**src/if_pkg.sv**
```systemverilog
// shared types and constants for the instruction fetch stage
// every instruction is 32 bits and word aligned, no compressed support
`default_nettype none

package if_pkg;

  //////////////////////////////
  // data widths
  //////////////////////////////

  // byte address on the instruction bus
  typedef logic [31:0] addr_t;
  // one fetched instruction word
  typedef logic [31:0] instr_t;
  // interrupt vector index into the mtvec table
  typedef logic [4:0]  irq_vec_t;

  //////////////////////////////
  // selectors
  //////////////////////////////

  // source of the next fetch address
  typedef enum logic [2:0] {
    PC_BOOT = 3'd0,
    PC_JUMP = 3'd1,
    PC_EXC  = 3'd2,
    PC_ERET = 3'd3,
    PC_DRET = 3'd4
  } pc_sel_e;

  // source of the handler address when pc_mux selects PC_EXC
  typedef enum logic [1:0] {
    EXC_PC_EXC     = 2'd0,
    EXC_PC_IRQ     = 2'd1,
    EXC_PC_DBD     = 2'd2,
    EXC_PC_DBG_EXC = 2'd3
  } exc_pc_sel_e;

  //////////////////////////////
  // fixed vectors
  //////////////////////////////

  // boot entry sits this far above the aligned boot base
  localparam logic [7:0] BOOT_OFFSET = 8'h80;
  // all internal interrupts share the nmi slot
  localparam irq_vec_t IRQ_NM_VEC = 5'd31;
  // low bits cleared in boot address and mtvec
  localparam int unsigned VEC_ALIGN_BITS = 8;

endpackage

`default_nettype wire

```
**src/fetch_stream_if.sv**
```systemverilog
// fetched word stream between prefetch buffer and IF-ID register
// a word moves on a clock edge with valid and ready both high
// valid and payload hold until transfer or until a branch flushes the buffer
`timescale 1ns/1ns
`default_nettype none

interface fetch_stream_if import if_pkg::*; ();

  // head of the prefetch FIFO is valid
  logic   valid;
  // ID side can take the word this cycle
  logic   ready;
  // instruction word
  instr_t rdata;
  // address the word was fetched from
  addr_t  addr;
  // bus error seen on this word
  logic   err;

  // prefetch buffer side
  modport producer (
    output valid,
    output rdata,
    output addr,
    output err,
    input  ready
  );

  // IF-ID register side
  modport consumer (
    input  valid,
    input  rdata,
    input  addr,
    input  err,
    output ready
  );

endinterface

`default_nettype wire

```
**src/if_id_regs.sv**
```systemverilog
// IF-ID pipeline register, loads only when the ID stage is ready
// valid holds until the ID stage clears it, new marks the first cycle of a word
`timescale 1ns/1ns
`default_nettype none

module if_id_regs import if_pkg::*; (
  input  logic   clk_i,
  input  logic   rst_ni,
  fetch_stream_if.consumer in,
  input  logic   id_in_ready_i,
  input  logic   pc_set_i,
  input  logic   instr_valid_clear_i,
  output logic   instr_valid_id_o,
  output logic   instr_new_id_o,
  output instr_t instr_rdata_id_o,
  output logic   instr_fetch_err_o,
  output addr_t  pc_id_o
);

  logic xfer;
  logic valid_d;

  // stall from ID backs up into the prefetch FIFO
  assign in.ready = id_in_ready_i;
  assign xfer     = in.valid & in.ready;

  // a word entering with a pc_set is squashed, old valid drops on clear
  assign valid_d = (xfer & ~pc_set_i) | (instr_valid_id_o & ~instr_valid_clear_i);

  always_ff @(posedge clk_i or negedge rst_ni) begin
    if (!rst_ni) begin
      instr_valid_id_o <= 1'b0;
      instr_new_id_o   <= 1'b0;
    end else begin
      instr_valid_id_o <= valid_d;
      // high for one cycle after each accepted word
      instr_new_id_o   <= xfer;
    end
  end

  //////////////////////////////
  // payload
  //////////////////////////////

  // frozen while ID stalls
  always_ff @(posedge clk_i) begin
    if (xfer) begin
      instr_rdata_id_o  <= in.rdata;
      instr_fetch_err_o <= in.err;
      pc_id_o           <= in.addr;
    end
  end

  // stream rule seen from this side, a waiting word only leaves on a flush
  assert property (@(posedge clk_i) disable iff (!rst_ni)
    in.valid && !in.ready && !pc_set_i |=>
      in.valid && $stable(in.addr) && $stable(in.rdata) && $stable(in.err))
    else $error("fetch stream word changed before transfer");

endmodule

`default_nettype wire

```
**src/if_stage.sv**
```systemverilog
// instruction fetch stage top, RV32 without compressed instructions
// boot_addr_i and csr_mtvec_i must be 256 byte aligned
// fetch begins only after req_i and a first pc_set_i, normally PC_BOOT
`timescale 1ns/1ns
`default_nettype none

module if_stage import if_pkg::*; #(
  parameter int unsigned FifoDepth       = 3,
  parameter addr_t       DmHaltAddr      = 32'h1A11_0800,
  parameter addr_t       DmExceptionAddr = 32'h1A11_0808
) (
  input  logic        clk_i,
  input  logic        rst_ni,
  input  addr_t       boot_addr_i,
  input  logic        req_i,

  // instruction bus
  output logic        instr_req_o,
  output addr_t       instr_addr_o,
  input  logic        instr_gnt_i,
  input  logic        instr_rvalid_i,
  input  instr_t      instr_rdata_i,
  input  logic        instr_bus_err_i,

  // to the ID stage
  output logic        instr_valid_id_o,
  output logic        instr_new_id_o,
  output instr_t      instr_rdata_id_o,
  output logic        instr_fetch_err_o,
  output addr_t       pc_if_o,
  output addr_t       pc_id_o,

  // control from the ID stage and controller
  input  logic        instr_valid_clear_i,
  input  logic        pc_set_i,
  input  pc_sel_e     pc_mux_i,
  input  exc_pc_sel_e exc_pc_mux_i,
  input  irq_vec_t    irq_vec_i,
  input  logic        irq_int_i,
  input  addr_t       branch_target_i,

  // CSRs
  input  addr_t       csr_mepc_i,
  input  addr_t       csr_depc_i,
  input  addr_t       csr_mtvec_i,
  output logic        csr_mtvec_init_o,

  input  logic        id_in_ready_i,
  output logic        if_busy_o
);

  addr_t branch_addr;

  fetch_stream_if fetch_if ();

  //////////////////////////////
  // next pc
  //////////////////////////////

  pc_select #(
    .DmHaltAddr      (DmHaltAddr),
    .DmExceptionAddr (DmExceptionAddr)
  ) i_pc_select (
    .pc_set_i         (pc_set_i),
    .pc_mux_i         (pc_mux_i),
    .exc_pc_mux_i     (exc_pc_mux_i),
    .irq_vec_i        (irq_vec_i),
    .irq_int_i        (irq_int_i),
    .boot_addr_i      (boot_addr_i),
    .branch_target_i  (branch_target_i),
    .csr_mepc_i       (csr_mepc_i),
    .csr_depc_i       (csr_depc_i),
    .csr_mtvec_i      (csr_mtvec_i),
    .branch_addr_o    (branch_addr),
    .csr_mtvec_init_o (csr_mtvec_init_o)
  );

  //////////////////////////////
  // fetch and buffer
  //////////////////////////////

  // every pc_set is a branch for the prefetcher
  prefetch_buffer #(
    .FifoDepth (FifoDepth)
  ) i_prefetch_buffer (
    .clk_i           (clk_i),
    .rst_ni          (rst_ni),
    .req_i           (req_i),
    .branch_i        (pc_set_i),
    .branch_addr_i   (branch_addr),
    .instr_req_o     (instr_req_o),
    .instr_addr_o    (instr_addr_o),
    .instr_gnt_i     (instr_gnt_i),
    .instr_rvalid_i  (instr_rvalid_i),
    .instr_rdata_i   (instr_rdata_i),
    .instr_bus_err_i (instr_bus_err_i),
    .busy_o          (if_busy_o),
    .out             (fetch_if.producer)
  );

  // address of the word waiting at the FIFO head
  assign pc_if_o = fetch_if.addr;

  //////////////////////////////
  // IF-ID register
  //////////////////////////////

  if_id_regs i_if_id_regs (
    .clk_i               (clk_i),
    .rst_ni              (rst_ni),
    .in                  (fetch_if.consumer),
    .id_in_ready_i       (id_in_ready_i),
    .pc_set_i            (pc_set_i),
    .instr_valid_clear_i (instr_valid_clear_i),
    .instr_valid_id_o    (instr_valid_id_o),
    .instr_new_id_o      (instr_new_id_o),
    .instr_rdata_id_o    (instr_rdata_id_o),
    .instr_fetch_err_o   (instr_fetch_err_o),
    .pc_id_o             (pc_id_o)
  );

endmodule

`default_nettype wire

```
**src/pc_select.sv**
```systemverilog
// next fetch address selection, purely combinational
// boot address and mtvec are taken as 256 byte aligned, low bits ignored
// debug addresses come in as parameters from the top level
`timescale 1ns/1ns
`default_nettype none

module pc_select import if_pkg::*; #(
  parameter addr_t DmHaltAddr      = 32'h1A11_0800,
  parameter addr_t DmExceptionAddr = 32'h1A11_0808
) (
  input  logic        pc_set_i,
  input  pc_sel_e     pc_mux_i,
  input  exc_pc_sel_e exc_pc_mux_i,
  input  irq_vec_t    irq_vec_i,
  input  logic        irq_int_i,
  input  addr_t       boot_addr_i,
  input  addr_t       branch_target_i,
  input  addr_t       csr_mepc_i,
  input  addr_t       csr_depc_i,
  input  addr_t       csr_mtvec_i,
  output addr_t       branch_addr_o,
  output logic        csr_mtvec_init_o
);

  addr_t    mtvec_base;
  addr_t    boot_base;
  irq_vec_t irq_vec;
  addr_t    exc_pc;

  // table bases with the alignment bits cleared
  assign mtvec_base = {csr_mtvec_i[31:VEC_ALIGN_BITS], {VEC_ALIGN_BITS{1'b0}}};
  assign boot_base  = {boot_addr_i[31:VEC_ALIGN_BITS], {VEC_ALIGN_BITS{1'b0}}};

  // internal interrupts are all routed to the nmi entry
  assign irq_vec = irq_int_i ? IRQ_NM_VEC : irq_vec_i;

  //////////////////////////////
  // handler address
  //////////////////////////////

  always_comb begin
    unique case (exc_pc_mux_i)
      EXC_PC_EXC:     exc_pc = mtvec_base;
      // vectored mode, one word per vector
      EXC_PC_IRQ:     exc_pc = mtvec_base + addr_t'({irq_vec, 2'b00});
      EXC_PC_DBD:     exc_pc = DmHaltAddr;
      EXC_PC_DBG_EXC: exc_pc = DmExceptionAddr;
      default:        exc_pc = mtvec_base;
    endcase
  end

  //////////////////////////////
  // next fetch address
  //////////////////////////////

  always_comb begin
    unique case (pc_mux_i)
      PC_BOOT: branch_addr_o = boot_base + addr_t'(BOOT_OFFSET);
      PC_JUMP: branch_addr_o = branch_target_i;
      PC_EXC:  branch_addr_o = exc_pc;
      // return from trap handler
      PC_ERET: branch_addr_o = csr_mepc_i;
      // return from debug mode
      PC_DRET: branch_addr_o = csr_depc_i;
      default: branch_addr_o = boot_base + addr_t'(BOOT_OFFSET);
    endcase
  end

  // CSR file loads its mtvec reset value in the boot cycle
  assign csr_mtvec_init_o = pc_set_i & (pc_mux_i == PC_BOOT);

  // handler select must be driven whenever a new pc is taken
  always_comb begin
    if (pc_set_i) begin
      assert (!$isunknown(exc_pc_mux_i))
        else $error("exc_pc_mux_i has unknown bits while pc_set_i is high");
    end
  end

endmodule

`default_nettype wire

```
**src/prefetch_buffer.sv**
```systemverilog
// instruction bus master with a small response FIFO
// at most two requests in flight, a request waits for FIFO room for all of them
// a branch empties the FIFO at once and drops responses still in flight
// a request that is waiting for grant stays on the bus, its response is dropped
`timescale 1ns/1ns
`default_nettype none

module prefetch_buffer import if_pkg::*; #(
  parameter int unsigned FifoDepth = 3
) (
  input  logic   clk_i,
  input  logic   rst_ni,
  input  logic   req_i,
  input  logic   branch_i,
  input  addr_t  branch_addr_i,
  output logic   instr_req_o,
  output addr_t  instr_addr_o,
  input  logic   instr_gnt_i,
  input  logic   instr_rvalid_i,
  input  instr_t instr_rdata_i,
  input  logic   instr_bus_err_i,
  output logic   busy_o,
  fetch_stream_if.producer out
);

  localparam int unsigned PtrW = $clog2(FifoDepth);
  localparam int unsigned CntW = $clog2(FifoDepth + 1);

  addr_t           branch_addr_w;
  logic            started_q;
  addr_t           fetch_addr_q;
  logic            held_q;
  addr_t           held_addr_q;
  logic            held_disc_q;
  logic            new_req;
  logic            gnt_xfer;
  logic            gnt_disc;
  logic [1:0]      out_cnt_q;
  logic [1:0]      out_cnt_d;
  logic [1:0]      disc_q;
  logic [1:0]      disc_d;
  logic [1:0]      slot_live;
  logic            held_live;
  logic [2:0]      live_cnt;
  logic            space_ok;
  logic            push;
  logic            pop;
  addr_t           resp_addr_q;
  instr_t          fifo_rdata_q [FifoDepth];
  addr_t           fifo_addr_q  [FifoDepth];
  logic            fifo_err_q   [FifoDepth];
  logic [PtrW-1:0] wr_ptr_q;
  logic [PtrW-1:0] rd_ptr_q;
  logic [CntW-1:0] fifo_cnt_q;

  // fetches are always whole words
  assign branch_addr_w = {branch_addr_i[31:2], 2'b00};

  //////////////////////////////
  // request issue
  //////////////////////////////

  // outstanding responses that will land in the FIFO
  assign slot_live[0] = (out_cnt_q != 2'd0) & ~disc_q[0];
  assign slot_live[1] = out_cnt_q[1] & ~disc_q[1];
  assign held_live    = held_q & ~held_disc_q;
  assign live_cnt     = 3'(slot_live[0]) + 3'(slot_live[1]) + 3'(held_live);

  // room for every live request plus one more
  assign space_ok = (32'(fifo_cnt_q) + 32'(live_cnt)) < FifoDepth;

  // a branch frees the whole FIFO, so only the in-flight limit applies
  assign new_req = ~held_q & req_i & (out_cnt_q != 2'd2) &
                   (branch_i | (started_q & space_ok));

  assign instr_req_o  = held_q | new_req;
  assign instr_addr_o = held_q   ? held_addr_q   :
                        branch_i ? branch_addr_w : fetch_addr_q;
  assign gnt_xfer     = instr_req_o & instr_gnt_i;

  // a held request that was overtaken by a branch returns stale data
  assign gnt_disc = held_q & (held_disc_q | branch_i);

  always_ff @(posedge clk_i or negedge rst_ni) begin
    if (!rst_ni) begin
      started_q   <= 1'b0;
      held_q      <= 1'b0;
      held_disc_q <= 1'b0;
    end else begin
      // no fetching before the first pc is set
      if (branch_i) begin
        started_q <= 1'b1;
      end
      held_q <= instr_req_o & ~instr_gnt_i;
      if (new_req) begin
        held_disc_q <= 1'b0;
      end else if (held_q) begin
        held_disc_q <= held_disc_q | branch_i;
      end
    end
  end

  // next sequential address and the address of a waiting request
  always_ff @(posedge clk_i) begin
    if (new_req) begin
      fetch_addr_q <= instr_addr_o + 32'd4;
      held_addr_q  <= instr_addr_o;
    end else if (branch_i) begin
      fetch_addr_q <= branch_addr_w;
    end
  end

  //////////////////////////////
  // outstanding tracking
  //////////////////////////////

  // slot 0 is the oldest granted request
  always_comb begin
    out_cnt_d = out_cnt_q;
    disc_d    = disc_q | {2{branch_i}};
    if (instr_rvalid_i) begin
      out_cnt_d = out_cnt_d - 2'd1;
      disc_d    = {1'b0, disc_d[1]};
    end
    if (gnt_xfer) begin
      disc_d[out_cnt_d[0]] = gnt_disc;
      out_cnt_d            = out_cnt_d + 2'd1;
    end
  end

  always_ff @(posedge clk_i or negedge rst_ni) begin
    if (!rst_ni) begin
      out_cnt_q <= 2'd0;
      disc_q    <= 2'b00;
    end else begin
      out_cnt_q <= out_cnt_d;
      disc_q    <= disc_d;
    end
  end

  assign busy_o = held_q | (out_cnt_q != 2'd0);

  //////////////////////////////
  // response FIFO
  //////////////////////////////

  // responses in the branch cycle belong to the old stream
  assign push = instr_rvalid_i & ~disc_q[0] & ~branch_i;
  assign pop  = out.valid & out.ready;

  // live responses come back in order from the branch target upward
  always_ff @(posedge clk_i) begin
    if (branch_i) begin
      resp_addr_q <= branch_addr_w;
    end else if (push) begin
      resp_addr_q <= resp_addr_q + 32'd4;
    end
  end

  always_ff @(posedge clk_i or negedge rst_ni) begin
    if (!rst_ni) begin
      wr_ptr_q   <= '0;
      rd_ptr_q   <= '0;
      fifo_cnt_q <= '0;
    end else if (branch_i) begin
      // flush
      wr_ptr_q   <= '0;
      rd_ptr_q   <= '0;
      fifo_cnt_q <= '0;
    end else begin
      if (push) begin
        wr_ptr_q <= (wr_ptr_q == PtrW'(FifoDepth - 1)) ? '0 : wr_ptr_q + 1'b1;
      end
      if (pop) begin
        rd_ptr_q <= (rd_ptr_q == PtrW'(FifoDepth - 1)) ? '0 : rd_ptr_q + 1'b1;
      end
      fifo_cnt_q <= fifo_cnt_q + CntW'(push) - CntW'(pop);
    end
  end

  // word, address and error travel together
  always_ff @(posedge clk_i) begin
    if (push) begin
      fifo_rdata_q[wr_ptr_q] <= instr_rdata_i;
      fifo_addr_q[wr_ptr_q]  <= resp_addr_q;
      fifo_err_q[wr_ptr_q]   <= instr_bus_err_i;
    end
  end

  assign out.valid = (fifo_cnt_q != '0);
  assign out.rdata = fifo_rdata_q[rd_ptr_q];
  assign out.addr  = fifo_addr_q[rd_ptr_q];
  assign out.err   = fifo_err_q[rd_ptr_q];

  //////////////////////////////
  // checks
  //////////////////////////////

  assert property (@(posedge clk_i) disable iff (!rst_ni)
    instr_req_o |-> instr_addr_o[1:0] == 2'b00)
    else $error("instruction request address not word aligned");

  // bus rule, request and address held until granted
  assert property (@(posedge clk_i) disable iff (!rst_ni)
    instr_req_o && !instr_gnt_i |=> instr_req_o && $stable(instr_addr_o))
    else $error("instruction request dropped or changed before grant");

  // the issue reservation must keep a slot for every returning word
  assert property (@(posedge clk_i) disable iff (!rst_ni)
    push && !pop |-> 32'(fifo_cnt_q) < FifoDepth)
    else $error("prefetch FIFO overflow");

endmodule

`default_nettype wire

```
**config.mk**
```make
export PLATFORM = sky130hd
export DESIGN_NAME = if_stage
export DESIGN_NICKNAME = d
export VERILOG_FILES = /design/src/if_pkg.sv /design/src/fetch_stream_if.sv /design/src/if_id_regs.sv /design/src/if_stage.sv /design/src/pc_select.sv /design/src/prefetch_buffer.sv
export SDC_FILE = /design/constraint.sdc
export NUM_CORES = 1
export LEC_CHECK = 0
export BUFFER_PORTS_ARGS = -buffer_cell sky130_fd_sc_hd__buf_2
export CORE_ASPECT_RATIO = 2
export CORE_MARGIN = 2
export CORE_UTILIZATION = 45
export DETAILED_ROUTE_END_ITERATION = 12
export PLACE_DENSITY = 0.7
export SYNTH_ARGS = -nofsm -noshare
export SYNTH_HDL_FRONTEND = slang
export SYNTH_HIERARCHICAL = 1
export SYNTH_SLANG_ARGS = --single-unit
```
**constraint.sdc**
```tcl
create_clock -name clk_i -period 5.8 [get_ports clk_i]
set_input_delay 0.58 -clock clk_i [delete_from_list [all_inputs] [get_ports clk_i]]
set_output_delay 0.58 -clock clk_i [all_outputs]
set_load 0.1 [all_outputs]
```
# --- After elaboration in Yosys (flattened, before gate mapping) ---
# Memory sizes are Yosys's and may differ from the RTL's. A register that Yosys moved wholly into a read port is not among the register bits.
# Cells that the tools add are included.
totals:
  register_bits: 143
  latchBits: 0
  ramBits: 195
  rom_bits: 0
  inputBits: 212
  output_inout_bits: 134
  wordCells: 107
  mem_count: 3
op_classes:
  add_sub_neg: 13
  multipliers: 0
  n_div: 0
  n_lt_le_gt_ge: 3
  eq_ne: 10
  n_shift: 0
  n_mux: 26
  n_bitwise: 29
  n_reduce_logical: 8
memory_table:
  columns: ["memory", "depth", "width", "rd", "rd_clocked_by_memory_dff", "write_ports", "line", "rtl"]
  rows:
  - ["i_prefetch_buffer.fifo_addr_q", 3, 32, 1, 0, 1, "prefetch_buffer.sv:50", "addr_t fifo_addr_q [FifoDepth];"]
  - ["i_prefetch_buffer.fifo_rdata_q", 3, 32, 1, 1, 1, "prefetch_buffer.sv:49", "instr_t fifo_rdata_q [FifoDepth];"]
  - ["i_prefetch_buffer.fifo_err_q", 3, 1, 1, 1, 1, "prefetch_buffer.sv:51", "logic fifo_err_q [FifoDepth];"]
op_table:
  columns: ["operator", "n"]
  rows:
  - ["case mux 32 bit (4 select lines)", 2]
  - ["2-to-1 mux 32 bit", 5]
  - ["adder 32 x 3 -> 32 bit, second input constant", 2]
  - ["adder 32 x 7 -> 32 bit", 1]
  - ["adder 32 x 8 -> 32 bit, second input constant", 1]
  - ["< comparator 32 x 2 -> 1 bit, second input constant", 1]
  - ["2-to-1 mux 2 bit", 11]
  - ["AND 1 bit", 16]
  - ["nonzero test 2 bit", 5]
  - ["== test 2 bit, second input constant", 4]
  - ["NOT 1 bit", 7]
  - ["adder 2 x 1 -> 2 bit, second input constant", 3]
  - ["== test 3 x 2 -> 1 bit, second input constant", 2]
  - ["2-to-1 mux 1 bit", 5]
  - ["2-to-1 mux 5 bit", 1]
  - ["bitwise OR 1 bit", 5]
  - ["adder 2 x 3 -> 4 bit", 1]
  - ["adder 3 x 1 -> 3 bit", 1]
  - ["== test 3 x 1 -> 1 bit, second input constant", 1]
  - ["== test 3 bit, second input constant", 1]
  - ["zero test 3 bit", 1]
  - ["adder 1 x 1 -> 2 bit", 1]
  - ["adder 2 x 1 -> 2 bit", 1]
  - ["bitwise mux 2 bit", 1]
  - ["10 further kinds", 10]

# --- Depth between registers and ports, before layout ---
# Gate-level depths: netlist (run 1).
logic_depth:
  depth_word: 12
  depth_mapped: 17
  depth_no_buf: 16

# --- Cells and area by module ---
# Netlist (run 1), hierarchy kept.
by_module_without_submodules:
  columns: ["mod", "n_inst", "cells_per_inst", "area_each_um2", "seq_area_each_um2"]
  rows:
  - ["prefetch_buffer", 1, 999, 12859.8, 8503.2]
  - ["if_id_regs", 1, 72, 2033.2, 2001.9]
  - ["pc_select", 1, 209, 1497.7, 0.0]

# --- Worst setup path before layout (run 1) ---
# OpenSTA, ideal clock, no wires.
synth_timing:
  kind: "input to register"
  from: "in pc_set_i"
  to: "mem i_prefetch_buffer/fifo_addr_q[1][10] (netlist name) (enable)"
  setup_ns: 0.577
  arrival_ns: 6.193
  t_required_ns: 5.223
  path_slack_ns: -0.970
  stages: 6
  n_path_buf: 4
  cell_sequence: "buf_6 buf_2 clkbuf_1 clkbuf_1 nand3b_1 nor3b_1"
synth_between:
  elab_chain_len: 4
synth_lines:
  columns: ["element", "line", "rtl"]
  rows:
  - ["start, declared", "if_stage.sv:35", "input logic pc_set_i,"]
  - ["NOT 1 bit", "prefetch_buffer.sv:148", "assign push = instr_rvalid_i & ~disc_q[0] & ~branch_i;"]
  - ["AND 1 bit", "prefetch_buffer.sv:148", null]
  - ["2-to-1 mux 1 bit", "prefetch_buffer.sv:183", "if (push) begin"]
  - ["2-to-1 mux 1 bit (not written as such)", "prefetch_buffer.sv:185", "fifo_addr_q[wr_ptr_q] <= resp_addr_q;"]
  - ["end, declared", "prefetch_buffer.sv:50", null]
# Every way passes these cells.

# --- Final worst setup path (run 1) ---
layout_timing:
  from: "reg i_prefetch_buffer.out_cnt_q[1]"
  to: "out instr_req_o"
layout_between:
  elab_chain_len: 10
  elab_cells_between_ends: 13
layout_lines:
  columns: ["element", "line", "rtl"]
  rows:
  - ["start, declared", "prefetch_buffer.sv:38", "logic [1:0] out_cnt_q;"]
  - ["start signal, assigned", "prefetch_buffer.sv:136", "out_cnt_q <= out_cnt_d;"]
  - ["nonzero test 2 bit", "prefetch_buffer.sv:64", "assign slot_live[0] = (out_cnt_q != 2'd0) & ~disc_q[0];"]
  - ["AND 1 bit", "prefetch_buffer.sv:64", null]
  - ["adder 1 x 1 -> 2 bit", "prefetch_buffer.sv:67", "assign live_cnt = 3'(slot_live[0]) + 3'(slot_live[1]) + 3'(held_live);"]
  - ["adder 3 x 1 -> 3 bit", "prefetch_buffer.sv:67", null]
  - ["adder 2 x 3 -> 4 bit", "prefetch_buffer.sv:70", "assign space_ok = (32'(fifo_cnt_q) + 32'(live_cnt)) < FifoDepth;"]
  - ["< comparator 32 x 2 -> 1 bit", "prefetch_buffer.sv:70", null]
  - ["AND 1 bit", "prefetch_buffer.sv:74", "(branch_i | (started_q & space_ok));"]
  - ["bitwise OR 1 bit", "prefetch_buffer.sv:74", null]
  - ["AND 1 bit (*)", "prefetch_buffer.sv:73", "assign new_req = ~held_q & req_i & (out_cnt_q != 2'd2) &"]
  - ["bitwise OR 1 bit (*)", "prefetch_buffer.sv:76", "assign instr_req_o = held_q | new_req;"]
  - ["end, declared", "if_stage.sv:18", "output logic instr_req_o,"]
# Every way passes the cells marked *; elsewhere a longest branch is shown, timed or not.

==> metrics.txt, run 1 <==
total track usage=0.197; GP Congestion=0.836; Die Y=274 um; max-slew violation count=0; clk_skew=0.0101 ns; # IOs=346; H-tree Lvls=1; worst r2r dst=i_prefetch_buffer/fetch_addr_q[25]; crit path capture type=output pin; initial antenna violation count=4; Peak VDD IR=0.411 mV; Final Setup Violations=0; Reg clk slew, reported paths=0.07 ns; number of max-cap violations=0; clk sinks=363; Data required, critical path=5.22 ns; vias in the first global route=11200; Rows=98; crit path time final=4.96 ns; vias per cell=5.42; Crit path max-delay family=adder cells; share of cells above drive strength 1=0.274; Final Cell Area=19300 um2; Levels on crit path=15; pwr dens=485 nW/um2; via count=11100; CTS tree=built; # port buffers=321; clk_lat worst skew=0.56 ns; Die W=139 um; Register Area=10500 um2; area of the multi-input gates=5340 um2; Tightest Pin Transition=1.30 ns; Avg Inst Size Synth=12.8 um2; reg-to-reg startpoint=i_prefetch_buffer/out_cnt_q[1]; core box area=35800 um2; CP Launch Type=flip-flop; slowest library cell on the worst path=o21bai_1; CTS root buf=clkbuf_16; global-route wire length before repair=59.4 mm; die area=38000 um2; detailed-route DRC error count=0; critical path peak fanout=7; Cell Area, Synth=16400 um2; Clock Tree Buf Depth=3; Util after Layout=0.540; Cells after Synth=1274; reg-to-reg slack, setup=1.53 ns; Cell Area, Placed=18400 um2; worst rel slew slack=0.130; yosys synthesis warning count=6; Fin Setup TNS=0 ns; Total Wirelength=38.5 mm; crit path DAT=4.38 ns; outcome=complete, no violations; critical path's most frequent cell=inv_1; HP Class=in -> reg; CP bufs+invs=6; crit-path cells=inv_1 > ha_1 > nor2_1 > inv_1 > fa_1 > inv_1 > ha_1 > inv_1 > fa_1 > nor2b_1 > a21oi_1 > o21bai_1 > a21oi_1 > inv_1 > buf_2; detailed placement HPWL=27.8 mm; Area growth, synth to finish=18.2%; Max Fclk=0.202 GHz; 1st-iter DRT viols=465; reg2reg path depth=17; largest net degree at the start of global routing=68; Routed Antenna Nets=0; Lkg Pwr=7.12 nW; Fill cells=3068; global route overflow=0; Initial Util=0.457; CP peak stage delay=0.68 ns; crit share post-route=0.855; drt first pass iters=5; CTS Buf Count=30; critical path class=reg -> out; crit path to=instr_req_o; Hold Vio Cnt, Final=0; wire per inst=18.8 um; RSZ-0062 raised after global routing=false; Nets=1793; Worst Setup SP=i_prefetch_buffer/out_cnt_q[1]
## worst min path at each step
stage	from	end	depth (start not counted)
2_1_floorplan	rst_ni	i_if_id_regs/instr_new_id_o	0
3_3_place_gp	i_prefetch_buffer/fetch_addr_q[0]	i_prefetch_buffer/fetch_addr_q[0]	1
3_5_place_dp	i_prefetch_buffer/fetch_addr_q[0]	i_prefetch_buffer/fetch_addr_q[0]	1
4_1_cts	instr_valid_clear_i	i_if_id_regs/instr_valid_id_o	2
5_1_grt	instr_valid_clear_i	i_if_id_regs/instr_valid_id_o	2
6_report	instr_valid_clear_i	i_if_id_regs/instr_valid_id_o	2
## cell type report
class / instances / area share
clock inverter: 15 / 0.00776
sequential: 363 / 0.544
multi-input combinational: 785 / 0.276
inverter: 44 / 0.00854
clock buffer: 37 / 0.0413
tap: 450 / 0.0291
timing repair buffer: 344 / 0.0929
antenna: 4 / 0.000518
## stage by stage
| stage | hold WS [ns] | power, mW | std cells | worst slack, ns |
|---|---|---|---|---|
| after floorplan | 0.284 | 6.70 | 1275 | 0.832 |
| after global placement | 0.453 | 7.37 | 1985 | 1.22 |
| after detailed placement | 0.457 | 7.46 | 1985 | 1.04 |
| after CTS | 0.170 | 9.47 | 2038 | 0.873 |
| after global routing | 0.189 | 9.79 | 2042 | 0.658 |
| final | 0.201 | 9.39 | 2042 | 0.839 |
## worst reg2reg max path: stages (launching register included)
cell	delay (ns)
dfrtp_1	0.40
inv_1	0.06
ha_1	0.20
nor2_1	0.15
inv_1	0.08
fa_1	0.47
inv_1	0.07
ha_1	0.17
inv_1	0.06
fa_1	0.37
nor2b_1	0.12
a21oi_1	0.07
o21bai_1	0.68
nand2_1	0.18
inv_2	0.54
buf_12	0.29
o311a_1	0.20
nor3_1	0.05
## power breakdown
| group | total [mW] | leakage [nW] | switching, mW | internal, mW |
|---|---|---|---|---|
| sequential | 3.64 | 3.36 | 0.220 | 3.42 |
| clock | 2.00 | 0.464 | 0.890 | 1.10 |
| combinational | 3.75 | 3.30 | 2.95 | 0.803 |
## sequential cells by signal, indices dropped and copies added, names as in the netlist
register                        flops
i_prefetch_buffer/held_disc_q       1
i_prefetch_buffer/fifo_err_q        3
i_prefetch_buffer/fetch_addr_q     32
i_prefetch_buffer/fifo_addr_q      90
i_prefetch_buffer/disc_q            2
i_prefetch_buffer/out_cnt_q         2
i_if_id_regs/instr_new_id_o         1
i_prefetch_buffer/resp_addr_q      30
i_prefetch_buffer/held_addr_q      32
i_prefetch_buffer/started_q         1
i_if_id_regs/instr_rdata_id_o      32
i_prefetch_buffer/rd_ptr_q          2
i_prefetch_buffer/fifo_cnt_q        2
i_if_id_regs/instr_fetch_err_o      1
i_prefetch_buffer/held_q            1
i_prefetch_buffer/wr_ptr_q          2
i_if_id_regs/instr_valid_id_o       1
i_prefetch_buffer/fifo_rdata_q     96
i_if_id_regs/pc_id_o               32
## cell usage in the layout, fill, tap and decap left out, types with 22 or more instances in the layout
cell,instances
mux2i_1,91
nand3_1,27
dfxtp_1,32
mux2_2,31
clkbuf_16,31
or4b_1,24
edfxtp_1,316
nor2_1,47
nand2_1,133
xnor2_1,25
o21ai_0,111
buf_2,320
inv_1,41
buf_4,22
a21oi_1,22
## what timing repair did
action / CTS / global route
hold buffers: 1 / 0
resized for setup: 0 / 0
endpoints found under the hold margin: 15 / 0
setup buffers: 0 / 0
## per-layer routing
metal | track usage | vias up | wire length, um
met5 | 0 | - | 0
met4 | 0.107 | 0 | 1910
met3 | 0.0275 | 94 | 1850
met2 | 0.371 | 381 | 20900
met1 | 0.210 | 5259 | 13800
li1 | - | 5339 | -
(Power assumes the default switching activity.)
==> run 2: changes to the inputs <==
--- a/config.mk
+++ b/config.mk
@@ -7,4 +7,5 @@
 export LEC_CHECK = 0
 export BUFFER_PORTS_ARGS = -buffer_cell sky130_fd_sc_hd__buf_2
+export CAP_MARGIN = 20
 export CORE_ASPECT_RATIO = 2
 export CORE_MARGIN = 2
==> constraint.sdc (replaced) <==
create_clock -name clk_i -period 5.8 [get_ports clk_i]
set_input_delay 0.29 -clock clk_i [delete_from_list [all_inputs] [get_ports clk_i]]
set_output_delay 0.29 -clock clk_i [all_outputs]
set_load 0.1 [all_outputs]
==> run 2 against run 1 <==
  * Final cell count up 1.7%
  * Wire length up 1.1%
  * Critical path type unchanged
  * Design area up 2.2%
==> metrics.txt, run 2 (synthesized netlist as in run 1, its figures left out) <==
pwr dens=482 nW/um2 (was 485 nW/um2); CP Launch Type=flip-flop (unchanged); most common cell after layout, fill and taps aside=buf_2 (unchanged); # port buffers=321 (unchanged); Largest register FFs=96 (unchanged); die area=38000 um2 (unchanged); CP bufs+invs=6 (unchanged); vias in the first global route=11600 (was 11200); Power Total=9.54 mW (was 9.39 mW); Fin Setup TNS=0 ns (unchanged); area of the multi-input gates=5340 um2 (unchanged); global route overflow=0 (unchanged); post_cts resized=0 (unchanged); Lkg Pwr=7.31 nW (was 7.12 nW); Peak VDD IR=0.400 mV (was 0.411 mV); Clock Tree Buf Depth=3 (unchanged); CTS Buf Count=31 (was 30); Register Area=10500 um2 (unchanged); detailed-route DRC error count=0 (unchanged); Top reg by flops=i_prefetch_buffer/fifo_rdata_q (unchanged); crit share post-route=0.799 (was 0.855); CTS root buf=clkbuf_16 (unchanged); Area growth, synth to finish=20.9% (was 18.2%); largest net degree at the start of global routing=73 (was 68); # Post-CTS Setup Buffers=0 (unchanged); global-route wire length before repair=60.2 mm (was 59.4 mm); Rows=98 (unchanged); total track usage=0.199 (was 0.197); CP peak stage delay=0.65 ns (was 0.68 ns); # IOs=346 (unchanged); Die Y=274 um (unchanged); clk_skew=0.0163 ns (was 0.0101 ns); RSZ-0062 raised after global routing=false (unchanged); GP Congestion=0.861 (was 0.836); 1st-iter DRT viols=491 (was 465); Crit path max-delay family=adder cells (unchanged); Fill cells=3046 (was 3068); Data required, critical path=5.51 ns (was 5.22 ns); Initial Util=0.457 (unchanged); via count=11200 (was 11100); Hold Vio Cnt, Final=0 (unchanged); Max Fclk=0.216 GHz (was 0.202 GHz); share of cells above drive strength 1=0.271 (was 0.274); crit path capture type=output pin (unchanged); CTS tree=built (unchanged); HP Class=in -> reg (unchanged); Largest regs=i_prefetch_buffer/fifo_rdata_q (96), i_prefetch_buffer/fifo_addr_q (90) (unchanged); outcome=complete, no violations (unchanged); core box area=35800 um2 (unchanged); initial antenna violation count=1 (was 4); H-tree Lvls=1 (unchanged); critical path peak fanout=7 (unchanged); clk sinks=363 (unchanged); crit-path cells=inv_1 > ha_1 > nor2_1 > inv_1 > fa_1 > inv_1 > ha_1 > inv_1 > fa_1 > o21ai_0 > o21bai_1 > a21oi_1 > inv_1 > buf_2 (was inv_1 > ha_1 > nor2_1 > inv_1 > fa_1 > inv_1 > ha_1 > inv_1 > fa_1 > nor2b_1 > a21oi_1 > o21bai_1 > a21oi_1 > inv_1 > buf_2); detailed placement HPWL=27.6 mm (was 27.8 mm); critical path's most frequent cell=inv_1 (unchanged); CTS Hold Bufs=36 (was 1); clk_lat worst skew=0.58 ns (was 0.56 ns); worst rel slew slack=0.359 (was 0.130); Final Setup Violations=0 (unchanged); drt first pass iters=5 (unchanged); Routed Antenna Nets=0 (unchanged); wire per inst=18.7 um (was 18.8 um); vias per cell=5.39 (was 5.42); Tightest Pin Transition=0.958 ns (was 1.30 ns); crit path DAT=4.35 ns (was 4.38 ns); number of max-cap violations=0 (unchanged); Die W=139 um (unchanged); Reg clk slew, reported paths=0.07 ns (about the same); slowest library cell on the worst path=o21bai_1 (unchanged); max-slew violation count=0 (unchanged); critical path class=reg -> out (unchanged); Nets=1826 (was 1793); crit path time final=4.64 ns (was 4.96 ns); most frequent cells in the layout=buf_2 (320), edfxtp_1 (316), nand2_1 (133) (unchanged); Total Wirelength=38.9 mm (was 38.5 mm)
==> run 2: cell count changes in the layout (fill, tap and decap cells not counted), moves of 2 or more <==
cell / previous run / this run
clkinv_2: 5 / 9
inv_6: 1 / 3
buf_4: 22 / 18
diode_2: 4 / 1
dlygate4sd3_1: 1 / 36
clkbuf_1: 6 / 3
bufinv_16: 3 / 5
==> run 2: tightest hold or removal path: cells and delay by family <==
kind | cells | cell delay (ns)
AO/OA/AOI/OAI | 1 | 0.09
buffers and inverters | 1 | 0.09
AND/OR/NAND/NOR | 1 | 0.08
==> run 2: layout make-up <==
type / instances / share of cell area
antenna: 1 / 0.000127
clock buffer: 34 / 0.0398
clock inverter: 24 / 0.0129
inverter: 44 / 0.00835
multi-input combinational: 785 / 0.270
sequential: 363 / 0.532
tap: 450 / 0.0285
timing repair buffer: 376 / 0.108
==> run 2: routing by layer <==
layer  track usage  share of wire  wire [um]
met5             0              0          0
met2         0.377           0.54      20800
met1         0.212           0.36      14200
met3        0.0250          0.045       1770
met4         0.108          0.053       2080
==> run 2: worst paths after layout <==
kind | start | end | slack [ns] | cells past startpoint
setup / recovery | i_prefetch_buffer/out_cnt_q[1] | instr_req_o | 1.16 | 14
hold / removal | id_in_ready_i | i_if_id_regs/instr_valid_id_o | 0.02 | 3
setup reg to reg | i_prefetch_buffer/out_cnt_q[1] | i_prefetch_buffer/fetch_addr_q[25] | 1.60 | 16
hold reg to reg | i_prefetch_buffer/fetch_addr_q[1] | i_prefetch_buffer/fetch_addr_q[1] | 0.47 | 1
max in group asynchronous | rst_ni | i_prefetch_buffer/rd_ptr_q[1] | 5.27 | 2
min in group asynchronous | rst_ni | i_if_id_regs/instr_new_id_o | 0.19 | 2
==> run 2: per-stage QoR <==
| step | std cells | utilization | hold WS, ns | setup WS [ns] | instance area (um2) |
|---|---|---|---|---|---|
| final | 2077 | 0.552 | 0.0214 | 1.16 | 19800 |
| after global routing | 2077 | 0.552 | 0.0379 | 0.975 | 19800 |
| after CTS | 2076 | 0.552 | 0.00402 | 1.18 | 19800 |
| after detailed placement | 1982 | 0.513 | 0.238 | 1.15 | 18400 |
| after global placement | 1981 | 0.512 | 0.244 | 1.25 | 18300 |
| after floorplan | 1275 | - | -0.00559 | 1.12 | 16400 |
==> run 2: power breakdown <==
group          total [mW]  switching (mW)  internal [mW]  leakage, nW
logic                3.77            2.96          0.804         3.44
registers            3.62           0.203           3.42         3.36
clock network        2.14           0.939           1.21        0.513
